--- src/design/mem_defs.svh ---
`ifndef MEM_DEFS_SVH
`define MEM_DEFS_SVH

// byte addressed, 32-bit address space
`define MEM_ADDR_W 32

// instruction and data word
`define MEM_WORD_W 32

// the RAM moves one byte per cycle
`define MEM_BYTE_W 8

// committed store queue
`define SB_DEPTH 8
`define SB_IDX_W 3

`endif
--- src/design/mem_pkg.sv ---
`include "mem_defs.svh"

package mem_pkg;

    // load and store flavours seen by the controller
    typedef enum logic [2:0] {
        OP_LB  = 3'd0,
        OP_LBU = 3'd1,
        OP_LH  = 3'd2,
        OP_LHU = 3'd3,
        OP_LW  = 3'd4,
        OP_SB  = 3'd5,
        OP_SH  = 3'd6,
        OP_SW  = 3'd7
    } mem_op_e;

    typedef struct packed {
        logic [`MEM_ADDR_W-1:0] addr;
        mem_op_e                op;
    } load_req_t;

    // one store, as committed by the reorder buffer
    typedef struct packed {
        logic [`MEM_ADDR_W-1:0] addr;
        logic [`MEM_WORD_W-1:0] data;
        mem_op_e                op;
    } store_entry_t;

    // count is 1, 2 or 4 bytes
    typedef struct packed {
        logic [`MEM_ADDR_W-1:0] addr;
        logic [2:0]             count;
        logic                   write;
        logic [`MEM_WORD_W-1:0] wdata;
    } xfer_req_t;

    // who owns the RAM port right now
    typedef enum logic [1:0] {
        X_NONE  = 2'd0,
        X_STORE = 2'd1,
        X_FETCH = 2'd2,
        X_LOAD  = 2'd3
    } xfer_kind_e;

endpackage

--- src/design/mem_ctrl_top.sv ---
`timescale 1ns/1ps
`include "mem_defs.svh"

module mem_ctrl_top (
    input  logic                   clk,
    input  logic                   rst,
    // byte wide RAM
    output logic [`MEM_ADDR_W-1:0] ram_addr,
    output logic                   ram_we,
    output logic [`MEM_BYTE_W-1:0] ram_wdata,
    input  logic [`MEM_BYTE_W-1:0] ram_rdata,
    // instruction fetch
    input  logic                   fetch_req,
    input  logic [`MEM_ADDR_W-1:0] fetch_pc,
    output logic                   inst_valid,
    output logic [`MEM_WORD_W-1:0] inst,
    // load unit
    input  logic                   load_start,
    input  mem_pkg::load_req_t     load_req,
    output logic                   load_valid,
    output logic [`MEM_WORD_W-1:0] load_data,
    // committed stores
    input  logic                   store_push,
    input  mem_pkg::store_entry_t  store_entry,
    output logic                   store_full,
    input  logic                   rollback
);

    mem_pkg::store_entry_t  sb_head;
    logic                   sb_not_empty;
    logic                   sb_pop;
    logic                   start;
    mem_pkg::xfer_req_t     xreq;
    logic                   abort;
    logic                   busy;
    logic                   done;
    logic [`MEM_WORD_W-1:0] rdata;

    store_buffer u_store_buffer (
        .clk       (clk),
        .rst       (rst),
        .push      (store_push),
        .entry_in  (store_entry),
        .pop       (sb_pop),
        .head      (sb_head),
        .not_empty (sb_not_empty),
        .full      (store_full)
    );

    mem_arbiter u_mem_arbiter (
        .clk          (clk),
        .rst          (rst),
        .fetch_req    (fetch_req),
        .fetch_pc     (fetch_pc),
        .load_start   (load_start),
        .load_req     (load_req),
        .rollback     (rollback),
        .sb_head      (sb_head),
        .sb_not_empty (sb_not_empty),
        .sb_pop       (sb_pop),
        .start        (start),
        .xreq         (xreq),
        .abort        (abort),
        .busy         (busy),
        .done         (done),
        .rdata        (rdata),
        .inst_valid   (inst_valid),
        .inst         (inst),
        .load_valid   (load_valid),
        .load_data    (load_data)
    );

    ram_sequencer u_ram_sequencer (
        .clk       (clk),
        .rst       (rst),
        .start     (start),
        .xreq      (xreq),
        .abort     (abort),
        .busy      (busy),
        .done      (done),
        .rdata     (rdata),
        .ram_addr  (ram_addr),
        .ram_we    (ram_we),
        .ram_wdata (ram_wdata),
        .ram_rdata (ram_rdata)
    );

endmodule

--- src/design/mem_arbiter.sv ---
`timescale 1ns/1ps
`include "mem_defs.svh"

module mem_arbiter (
    input  logic                   clk,
    input  logic                   rst,
    input  logic                   fetch_req,
    input  logic [`MEM_ADDR_W-1:0] fetch_pc,
    input  logic                   load_start,
    input  mem_pkg::load_req_t     load_req,
    input  logic                   rollback,
    input  mem_pkg::store_entry_t  sb_head,
    input  logic                   sb_not_empty,
    output logic                   sb_pop,
    output logic                   start,
    output mem_pkg::xfer_req_t     xreq,
    output logic                   abort,
    input  logic                   busy,
    input  logic                   done,
    input  logic [`MEM_WORD_W-1:0] rdata,
    output logic                   inst_valid,
    output logic [`MEM_WORD_W-1:0] inst,
    output logic                   load_valid,
    output logic [`MEM_WORD_W-1:0] load_data
);

    // waiting requests
    logic                   fetch_pend;
    logic [`MEM_ADDR_W-1:0] fetch_addr;
    logic                   load_pend;
    mem_pkg::load_req_t     load_q;

    mem_pkg::xfer_kind_e owner;
    mem_pkg::xfer_kind_e next_kind;
    logic                free;

    function automatic logic [2:0] op_bytes(input mem_pkg::mem_op_e op);
        case (op)
            mem_pkg::OP_LB, mem_pkg::OP_LBU, mem_pkg::OP_SB: op_bytes = 3'd1;
            mem_pkg::OP_LH, mem_pkg::OP_LHU, mem_pkg::OP_SH: op_bytes = 3'd2;
            default: op_bytes = 3'd4;
        endcase
    endfunction

    function automatic logic [`MEM_WORD_W-1:0] extend(
        input mem_pkg::mem_op_e       op,
        input logic [`MEM_WORD_W-1:0] raw
    );
        case (op)
            mem_pkg::OP_LB:  extend = {{24{raw[7]}}, raw[7:0]};
            mem_pkg::OP_LBU: extend = {24'd0, raw[7:0]};
            mem_pkg::OP_LH:  extend = {{16{raw[15]}}, raw[15:0]};
            mem_pkg::OP_LHU: extend = {16'd0, raw[15:0]};
            default:         extend = raw;
        endcase
    endfunction

    assign abort = rollback;

    // busy falls with done and the port is then free
    assign free = !busy;

    // store, then fetch, then load
    always_comb begin
        next_kind = mem_pkg::X_NONE;
        xreq      = '0;
        if (free) begin
            if (sb_not_empty) begin
                next_kind   = mem_pkg::X_STORE;
                xreq.addr   = sb_head.addr;
                xreq.count  = op_bytes(sb_head.op);
                xreq.write  = 1'b1;
                xreq.wdata  = sb_head.data;
            end else if (fetch_pend && !rollback) begin
                next_kind  = mem_pkg::X_FETCH;
                xreq.addr  = fetch_addr;
                xreq.count = 3'd4;
            end else if (load_pend && !rollback) begin
                next_kind  = mem_pkg::X_LOAD;
                xreq.addr  = load_q.addr;
                xreq.count = op_bytes(load_q.op);
            end
        end
    end

    assign start  = next_kind != mem_pkg::X_NONE;
    assign sb_pop = next_kind == mem_pkg::X_STORE;

    always_ff @(posedge clk) begin
        if (rst) begin
            fetch_pend <= 1'b0;
            load_pend  <= 1'b0;
            owner      <= mem_pkg::X_NONE;
            inst_valid <= 1'b0;
            load_valid <= 1'b0;
        end else begin
            inst_valid <= 1'b0;
            load_valid <= 1'b0;
            // results of a cancelled read never leave
            if (done && !rollback) begin
                inst_valid <= owner == mem_pkg::X_FETCH;
                load_valid <= owner == mem_pkg::X_LOAD;
            end
            if (start) begin
                owner <= next_kind;
            end else if (done || (rollback && owner != mem_pkg::X_STORE)) begin
                owner <= mem_pkg::X_NONE;
            end
            if (rollback) begin
                fetch_pend <= 1'b0;
                load_pend  <= 1'b0;
            end else begin
                if (fetch_req) begin
                    fetch_pend <= 1'b1;
                end else if (next_kind == mem_pkg::X_FETCH) begin
                    fetch_pend <= 1'b0;
                end
                if (load_start) begin
                    load_pend <= 1'b1;
                end else if (next_kind == mem_pkg::X_LOAD) begin
                    load_pend <= 1'b0;
                end
            end
        end
    end

    always_ff @(posedge clk) begin
        if (fetch_req) begin
            fetch_addr <= fetch_pc;
        end
        // load_q keeps the op until the result is out
        if (load_start) begin
            load_q <= load_req;
        end
        if (done && owner == mem_pkg::X_FETCH) begin
            inst <= rdata;
        end
        if (done && owner == mem_pkg::X_LOAD) begin
            load_data <= extend(load_q.op, rdata);
        end
    end

endmodule

--- src/design/ram_sequencer.sv ---
`timescale 1ns/1ps
`include "mem_defs.svh"

module ram_sequencer (
    input  logic                   clk,
    input  logic                   rst,
    input  logic                   start,
    input  mem_pkg::xfer_req_t     xreq,
    input  logic                   abort,
    output logic                   busy,
    output logic                   done,
    output logic [`MEM_WORD_W-1:0] rdata,
    output logic [`MEM_ADDR_W-1:0] ram_addr,
    output logic                   ram_we,
    output logic [`MEM_BYTE_W-1:0] ram_wdata,
    input  logic [`MEM_BYTE_W-1:0] ram_rdata
);

    // current transfer
    logic                   wr;
    logic [2:0]             nbytes;
    logic [`MEM_ADDR_W-1:0] base;
    logic [`MEM_WORD_W-1:0] wbuf;
    logic [`MEM_WORD_W-1:0] rbuf;

    // address side and capture side run two cycles apart
    logic [2:0] issue_cnt;
    logic [2:0] cap_cnt;

    // read return pipeline
    logic rd_issue;
    logic rd_ret;
    logic rd_fin;

    logic [`MEM_ADDR_W-1:0] issue_addr;
    logic [`MEM_BYTE_W-1:0] issue_byte;
    logic                   more_bytes;
    logic                   last_issue;

    assign issue_addr = base + {{(`MEM_ADDR_W-3){1'b0}}, issue_cnt};
    assign issue_byte = wbuf[{issue_cnt[1:0], 3'b000} +: `MEM_BYTE_W];
    assign more_bytes = issue_cnt < nbytes;
    assign last_issue = issue_cnt == nbytes - 3'd1;

    always_ff @(posedge clk) begin
        if (rst) begin
            busy      <= 1'b0;
            done      <= 1'b0;
            wr        <= 1'b0;
            nbytes    <= 3'd0;
            issue_cnt <= 3'd0;
            cap_cnt   <= 3'd0;
            rd_issue  <= 1'b0;
            rd_ret    <= 1'b0;
            rd_fin    <= 1'b0;
            ram_addr  <= '0;
            ram_we    <= 1'b0;
        end else begin
            done   <= 1'b0;
            rd_ret <= rd_issue;
            rd_fin <= 1'b0;
            if (!busy) begin
                if (start) begin
                    // byte 0 goes out on the start edge
                    wr        <= xreq.write;
                    nbytes    <= xreq.count;
                    issue_cnt <= 3'd1;
                    cap_cnt   <= 3'd0;
                    ram_addr  <= xreq.addr;
                    ram_we    <= xreq.write;
                    rd_issue  <= !xreq.write;
                    // single byte store is done at once
                    if (xreq.write && xreq.count == 3'd1) begin
                        done <= 1'b1;
                    end else begin
                        busy <= 1'b1;
                    end
                end else begin
                    ram_addr <= '0;
                    ram_we   <= 1'b0;
                    rd_issue <= 1'b0;
                end
            end else if (abort && !wr) begin
                // drop the read, bytes still in flight are ignored
                busy     <= 1'b0;
                ram_addr <= '0;
                rd_issue <= 1'b0;
                rd_ret   <= 1'b0;
            end else begin
                if (more_bytes) begin
                    ram_addr  <= issue_addr;
                    ram_we    <= wr;
                    rd_issue  <= !wr;
                    issue_cnt <= issue_cnt + 3'd1;
                    if (wr && last_issue) begin
                        done <= 1'b1;
                        busy <= 1'b0;
                    end
                end else begin
                    ram_addr <= '0;
                    ram_we   <= 1'b0;
                    rd_issue <= 1'b0;
                end
                if (rd_ret) begin
                    cap_cnt <= cap_cnt + 3'd1;
                    rd_fin  <= cap_cnt == nbytes - 3'd1;
                end
                if (rd_fin) begin
                    done <= 1'b1;
                    busy <= 1'b0;
                end
            end
        end
    end

    always_ff @(posedge clk) begin
        if (!busy && start) begin
            base      <= xreq.addr;
            wbuf      <= xreq.wdata;
            ram_wdata <= xreq.wdata[`MEM_BYTE_W-1:0];
            rbuf      <= '0;
        end else if (busy) begin
            if (more_bytes) begin
                ram_wdata <= issue_byte;
            end
            // little endian, first byte lands in the low lane
            if (rd_ret) begin
                rbuf[{cap_cnt[1:0], 3'b000} +: `MEM_BYTE_W] <= ram_rdata;
            end
            if (rd_fin) begin
                rdata <= rbuf;
            end
        end
    end

endmodule

--- src/design/store_buffer.sv ---
`timescale 1ns/1ps
`include "mem_defs.svh"

module store_buffer (
    input  logic                  clk,
    input  logic                  rst,
    input  logic                  push,
    input  mem_pkg::store_entry_t entry_in,
    input  logic                  pop,
    output mem_pkg::store_entry_t head,
    output logic                  not_empty,
    output logic                  full
);

    mem_pkg::store_entry_t entries [`SB_DEPTH];

    logic [`SB_IDX_W-1:0] head_ptr;
    logic [`SB_IDX_W-1:0] tail_ptr;
    logic [`SB_IDX_W:0]   count;

    logic do_push;
    logic do_pop;

    // a push into a full buffer is lost
    assign do_push = push && !full;
    assign do_pop  = pop && not_empty;

    assign not_empty = count != '0;
    assign full      = count == (`SB_IDX_W+1)'(`SB_DEPTH);

    // oldest store sits at the head
    assign head = entries[head_ptr];

    always_ff @(posedge clk) begin
        if (rst) begin
            head_ptr <= '0;
            tail_ptr <= '0;
            count    <= '0;
        end else begin
            if (do_push) begin
                tail_ptr <= tail_ptr + 1'b1;
            end
            if (do_pop) begin
                head_ptr <= head_ptr + 1'b1;
            end
            // simultaneous push and pop keeps the count
            case ({do_push, do_pop})
                2'b10: count <= count + 1'b1;
                2'b01: count <= count - 1'b1;
                default: count <= count;
            endcase
        end
    end

    always_ff @(posedge clk) begin
        if (do_push) begin
            entries[tail_ptr] <= entry_in;
        end
    end

endmodule

--- config.mk ---
export PLATFORM = sky130hd
export DESIGN_NAME = mem_ctrl_top
export DESIGN_NICKNAME = d
export VERILOG_FILES = /design/src/design/mem_pkg.sv /design/src/design/mem_ctrl_top.sv /design/src/design/mem_arbiter.sv /design/src/design/ram_sequencer.sv /design/src/design/store_buffer.sv
export VERILOG_INCLUDE_DIRS = /design/src /design/src/design
export SDC_FILE = /design/constraint.sdc
export NUM_CORES = 1
export LEC_CHECK = 0
export BUFFER_PORTS_ARGS = -buffer_cell sky130_fd_sc_hd__buf_2
export CORE_MARGIN = 4
export CORE_UTILIZATION = 55
export DETAILED_ROUTE_END_ITERATION = 6
export HOLD_SLACK_MARGIN = 0.06
export PLACE_DENSITY = 0.86
export SETUP_SLACK_MARGIN = 0.1
export SLEW_MARGIN = 15
export SYNTH_ARGS = -nofsm -noshare
export SYNTH_HDL_FRONTEND = slang
export SYNTH_SLANG_ARGS = --single-unit
export TNS_END_PERCENT = 50
--- constraint.sdc ---
create_clock -name clk -period 23.9 [get_ports clk]
set_clock_uncertainty 0.1 [all_clocks]
set_input_delay 4.78 -clock clk [delete_from_list [all_inputs] [get_ports clk]]
set_output_delay 4.78 -clock clk [all_outputs]
set_load 0.005 [all_outputs]
* After elaboration in Yosys (flattened, before gate mapping)
Memory sizes are Yosys's and may differ from the RTL's. A register that Yosys moved wholly into a read port is not among the register bits. Index checks and enable logic that the tools add are counted.
Cells by class: shifts and indexed selects 3, bitwise logic cells 5, eq/ne operators 25, $add $sub $neg 9, $lt $le $gt $ge 1, muxes and demuxes 63, reduce and logical (&&, ||, !) cells 43
Operators by type and width (count):
- $mux 32 | 4
- $pmux 32 s4 | 1
- $mux 35 | 3
- $mux 68 | 1
- $mux 33 | 1
- $add 32x3->32 | 1
- $bwmux 32 | 1
- $shift 8x7->32 const A | 1
- $shiftx 32x6->8 | 1
- $shiftx 8x7->32 | 1
- $mux 1 | 30
- $mux 3 | 10
- $mux 8 | 3
- $reduce_bool 2->1 | 8
- $add 3x1->3 const B | 4
- $eq 3x2->1 const B | 4
- $eq 3x3->1 const B | 4
- $logic_and 1x1->1 | 12
- $mux 2 | 6
- $pmux 3 s2 | 2
- $reduce_or 3->1 | 4
- $eq 2x2->1 const B | 5
- $eq 3x1->1 const B | 3
- $reduce_and 3->1 | 3
- 19 further kinds | 36
Word-level totals: memories 1, input port bits 148, output and inout port bits 108, register bits after elaboration 331, bits in writable memories 536, word-level logic and storage cells 180
Memories:
- u_store_buffer.entries | words 8, bits a word 67, read ports 1, clocked after memory_dff 1, wr ports 1, RTL line store_buffer.sv:15 | mem_pkg::store_entry_t entries [`SB_DEPTH];

* Depth between registers and ports, before layout
word-level depth 12, depth in mapped cells 12, depth with buffers taken out 10

* Cells and area by module
A second synthesis with hierarchy kept.
Second synthesis, totals: cell total of the unflattened synthesis 1808, area total of the unflattened synthesis 33792.4 sq um
Modules (own cells, without submodules):
- store_buffer | times used 1, cells each 849, area each 21082.7 sq um, seq. area each 16355.7 sq um
- ram_sequencer | times used 1, cells each 566, area each 7265.7 sq um, seq. area each 4724.5 sq um
- mem_arbiter | times used 1, cells each 393, area each 5444.0 sq um, seq. area each 4053.9 sq um

* Worst setup path after synthesis
OpenSTA, ideal clock, no wires.
path type input port to flip-flop, from input port store_push, to memory u_store_buffer.entries[0][0] (netlist bit) (enable), cell stages on the path 3, setup time 0.657 ns, required time 23.143 ns, arrival time 11.742 ns, buffers on the path 0, path slack 11.401 ns, path through a21boi_0 inv_1 nor4_1
Between the ends: word-level cells in the longest chain between the ends 3
RTL lines:
- start, declared | RTL line mem_ctrl_top.sv:23 | input logic store_push,
- $logic_and 1x1->1 | RTL line store_buffer.sv:25 | assign do_push = push && !full;
- $mux 1 | RTL line store_buffer.sv:56 | if (do_push) begin
- $mux 1 (not written as such) | RTL line store_buffer.sv:57 | entries[tail_ptr] <= entry_in;
- end, declared | RTL line store_buffer.sv:15
No other way between the ends.

* Worst setup path in the final report
from input port store_push, to memory u_store_buffer.entries[5][48] (netlist bit) (enable)
Same word-level chain as after synthesis.

==> impl_metrics.py <==
metrics = {
    "clocking": {
        "clock-sinks": 870,
        "cts_max_level": 3,
        "holdBufCountCts": 0,
        "cts_buffer_depth": 3,
        "post_cts_buffers": 0,
        "cts_resized": 0,
        "cts_tree": "done",
        "cts_buffers": 83,
        "clkSlewWorstSetupHoldPaths_ns": 0.06,
        "clk_latency_ns": 0.64,
        "cts-root-buf": "clkbuf_16",
    },
    "die": {
        "io_pins": 256,
        "dieWidth_um": 253.4,
        "rows": 89,
        "initial_utilization_pct": 55.81,
        "die_y_um": 253.4,
        "core_area_sq_um": 59350,
        "dieArea_sq_um": 64210,
    },
    "power_and_ir_drop": {
        "p_leak_nw": 12.73,
        "power.density_nw_per_um2": 110.5,
        "peakVddDrop_uv": 75.11,
    },
    "sta": {
        "setup_viol": 0,
        "fmax_mhz": 135.8,
        "min_period_ns": 7.366,
        "rsz0062_at_grt": "no",
        "tns_ns": 0,
        "maxSlewViolCount": 0,
        "fin_ws_ns": 16.53,
        "max-slew-margin-rel_pct": 20.88,
        "hold_violations": 0,
        "hold_slack_ns": 0.3305,
        "worst_pin_slew_ns": 1.187,
        "min_period_over_period_pct": 30.82,
    },
    "critical_path": {
        "arrival_ns": 7.52,
        "path_class": "in2reg",
        "r2r_cells": 6,
        "startpoint_type": "primary input",
        "required_ns": 24.06,
        "end_kind": "flip-flop",
        "reg2reg_to": "u_ram_sequencer.base[31]",
        "r2r_setup_slack_ns": 19.92,
        "cp_max_fo": 39,
        "critPathLaunch": "store_push",
    },
    "finish": {
        "final_common_cell": "edfxtp_1",
        "layout_common_cells": "edfxtp_1, buf_2, mux4_2, nor2_1, dfxtp_1",
        "syn2layout_area_growth_pct": 14.24,
        "layout-drive-gt1-share_pct": 28.08,
        "final_nets": 2189,
    },
    "route": {
        "ant_nets": 0,
        "wl_mm": 76.71,
        "drt_pass1_iterations": 5,
        "via_per_inst": 6.226,
        "via_count": 17870,
        "drtIter0Drc": 2258,
        "wl_per_cell_um": 26.73,
        "drc": 0,
    },
    "global_route": {
        "grt_remaining_overflow": 0,
        "grt.total_usage_pct": 23.80,
        "grt_pass1_wl_mm": 114.0,
        "grt_max_degree": 77,
        "grt_pass1_vias": 18137,
        "grt_antenna_before_repair": 25,
    },
    "yosys": {
        "synth_edf_count": 771,
        "ys_types": 69,
        "synth_ff_type": "edfxtp_1",
        "ys_seq_elements": 870,
        "yosys.area.top_type": "edfxtp_1",
        "synth_top_area_share_pct": 69.90,
        "async_flop_share_pct": 0,
        "synth_area_sq_um": 33120,
        "synth_area_leaders": "edfxtp_1, mux4_2, dfxtp_1",
        "ys_seq_area_share_pct": 75.88,
        "yosysWarnings": 0,
        "syn_inst": 1745,
        "syn_area_per_cell_sq_um": 18.98,
        "synth_nets": 1914,
    },
    "min_path": {
        "whs_endpoint": "u_ram_sequencer.rdata[13]",
        "holdPathStages": 0,
        "hold_path_class": "reg2reg",
        "min_from": "u_ram_sequencer.rbuf[13]",
    },
    "placement": {
        "hpwl_mm": 45.17,
        "dp_slack_ns": 15.92,
        "port_buffers": 255,
        "gp_congestion": 0.8358,
    },
    "job": {
        "maxCapViolCount": 0,
    },
    "status": {
        "status": "completed",
    },
}
-- cell type report --
class,count,area (sq um)
diodes,14,35.03
clock buffers,107,2260
clock inverters,41,359.1
fillers,3796,21510
inverters,21,80.08
multi-input cells,762,7510
flip-flops and latches,870,25150
well taps,773,967.2
repair buffers,282,1483
-- cells in the mapped netlist (all sizes together), types with 19 or more instances --
library cell / number
a221o: 29
a22oi: 35
buf: 43
clkbuf: 49
dfxtp: 99
edfxtp: 771
ha: 19
inv: 21
mux2: 31
mux2i: 38
mux4: 142
nand2: 66
nand3: 21
nor2: 126
o21ai: 43
o22ai: 30
xnor2: 27
xor2: 19
-- critical path, cell delays in order --
cell	delay (ns)
buf_2	0.12
a21boi_0	0.56
nand2_1	0.41
nor2_4	0.92
buf_4	0.67
-- sequential cells by signal, indices dropped and copies added, names as in the netlist, 2 cells and up, named ones only --
name	flops
u_store_buffer.entries	536
u_mem_arbiter.load_q	35
u_mem_arbiter.fetch_addr	32
u_mem_arbiter.inst	32
u_mem_arbiter.load_data	32
u_ram_sequencer.base	32
u_ram_sequencer.ram_addr	32
u_ram_sequencer.rbuf	32
u_ram_sequencer.rdata	32
u_ram_sequencer.wbuf	32
u_ram_sequencer.ram_wdata	8
u_store_buffer.count	4
u_ram_sequencer.cap_cnt	3
u_ram_sequencer.issue_cnt	3
u_ram_sequencer.nbytes	3
u_store_buffer.head_ptr	3
u_store_buffer.tail_ptr	3
u_mem_arbiter.owner	2
-- report_power, final --
part / internal, mW / leakage [nW] / total (mW) / switching, mW
clock network: 0.723 / 1.29 / 1.28 / 0.552
registers: 1.87 / 7.90 / 2.00 / 0.129
logic: 0.377 / 3.54 / 0.906 / 0.529
-- per-stage QoR --
| stage | util, % | cells | area (sq um) | total power [mW] |
|---|---|---|---|---|
| floorplan | - | 1745 | 33120 | 2.603 |
| global placement | 59.26 | 2708 | 35170 | 2.862 |
| detailed placement | 59.26 | 2708 | 35170 | 2.904 |
| CTS | 63.67 | 2856 | 37790 | 4.192 |
| global route | 63.72 | 2861 | 37820 | 4.336 |
| finish | 63.75 | 2870 | 37840 | 4.181 |
-- routing by layer --
layer	part of all wire, %	GRT usage [%]	vias to the layer above
li1	-	-	7563
met3	9.1	5.505	195
met5	0.10	0	-
met1	37	31.47	9029
met4	3.5	8.589	14
met2	50	39.34	1069
-- cells by family after synthesis --
family / after synthesis / share of synthesized area, %
AOI/OAI and AO/OA: 191 / 4.087
xor gates and xnor gates: 47 / 1.288
adders and majority gates: 21 / 0.8386
buffers and inverters: 113 / 1.673
DFF: 870 / 75.88
muxes: 211 / 12.10
and+or+nand+nor: 292 / 4.129
-- worst max-delay path by stage --
| stage | slack [ns] | end |
|---|---|---|
| 2_1_floorplan | 11.40 | u_store_buffer.entries[0][0] |
| 3_3_place_gp | 16.05 | u_ram_sequencer.ram_addr[1] |
| 3_5_place_dp | 15.92 | u_ram_sequencer.ram_addr[10] |
| 4_1_cts | 16.53 | u_store_buffer.entries[5][27] |
| 5_1_grt | 16.35 | u_store_buffer.entries[5][36] |
| 6_report | 16.53 | u_store_buffer.entries[5][48] |
(Power assumes the default switching activity.)
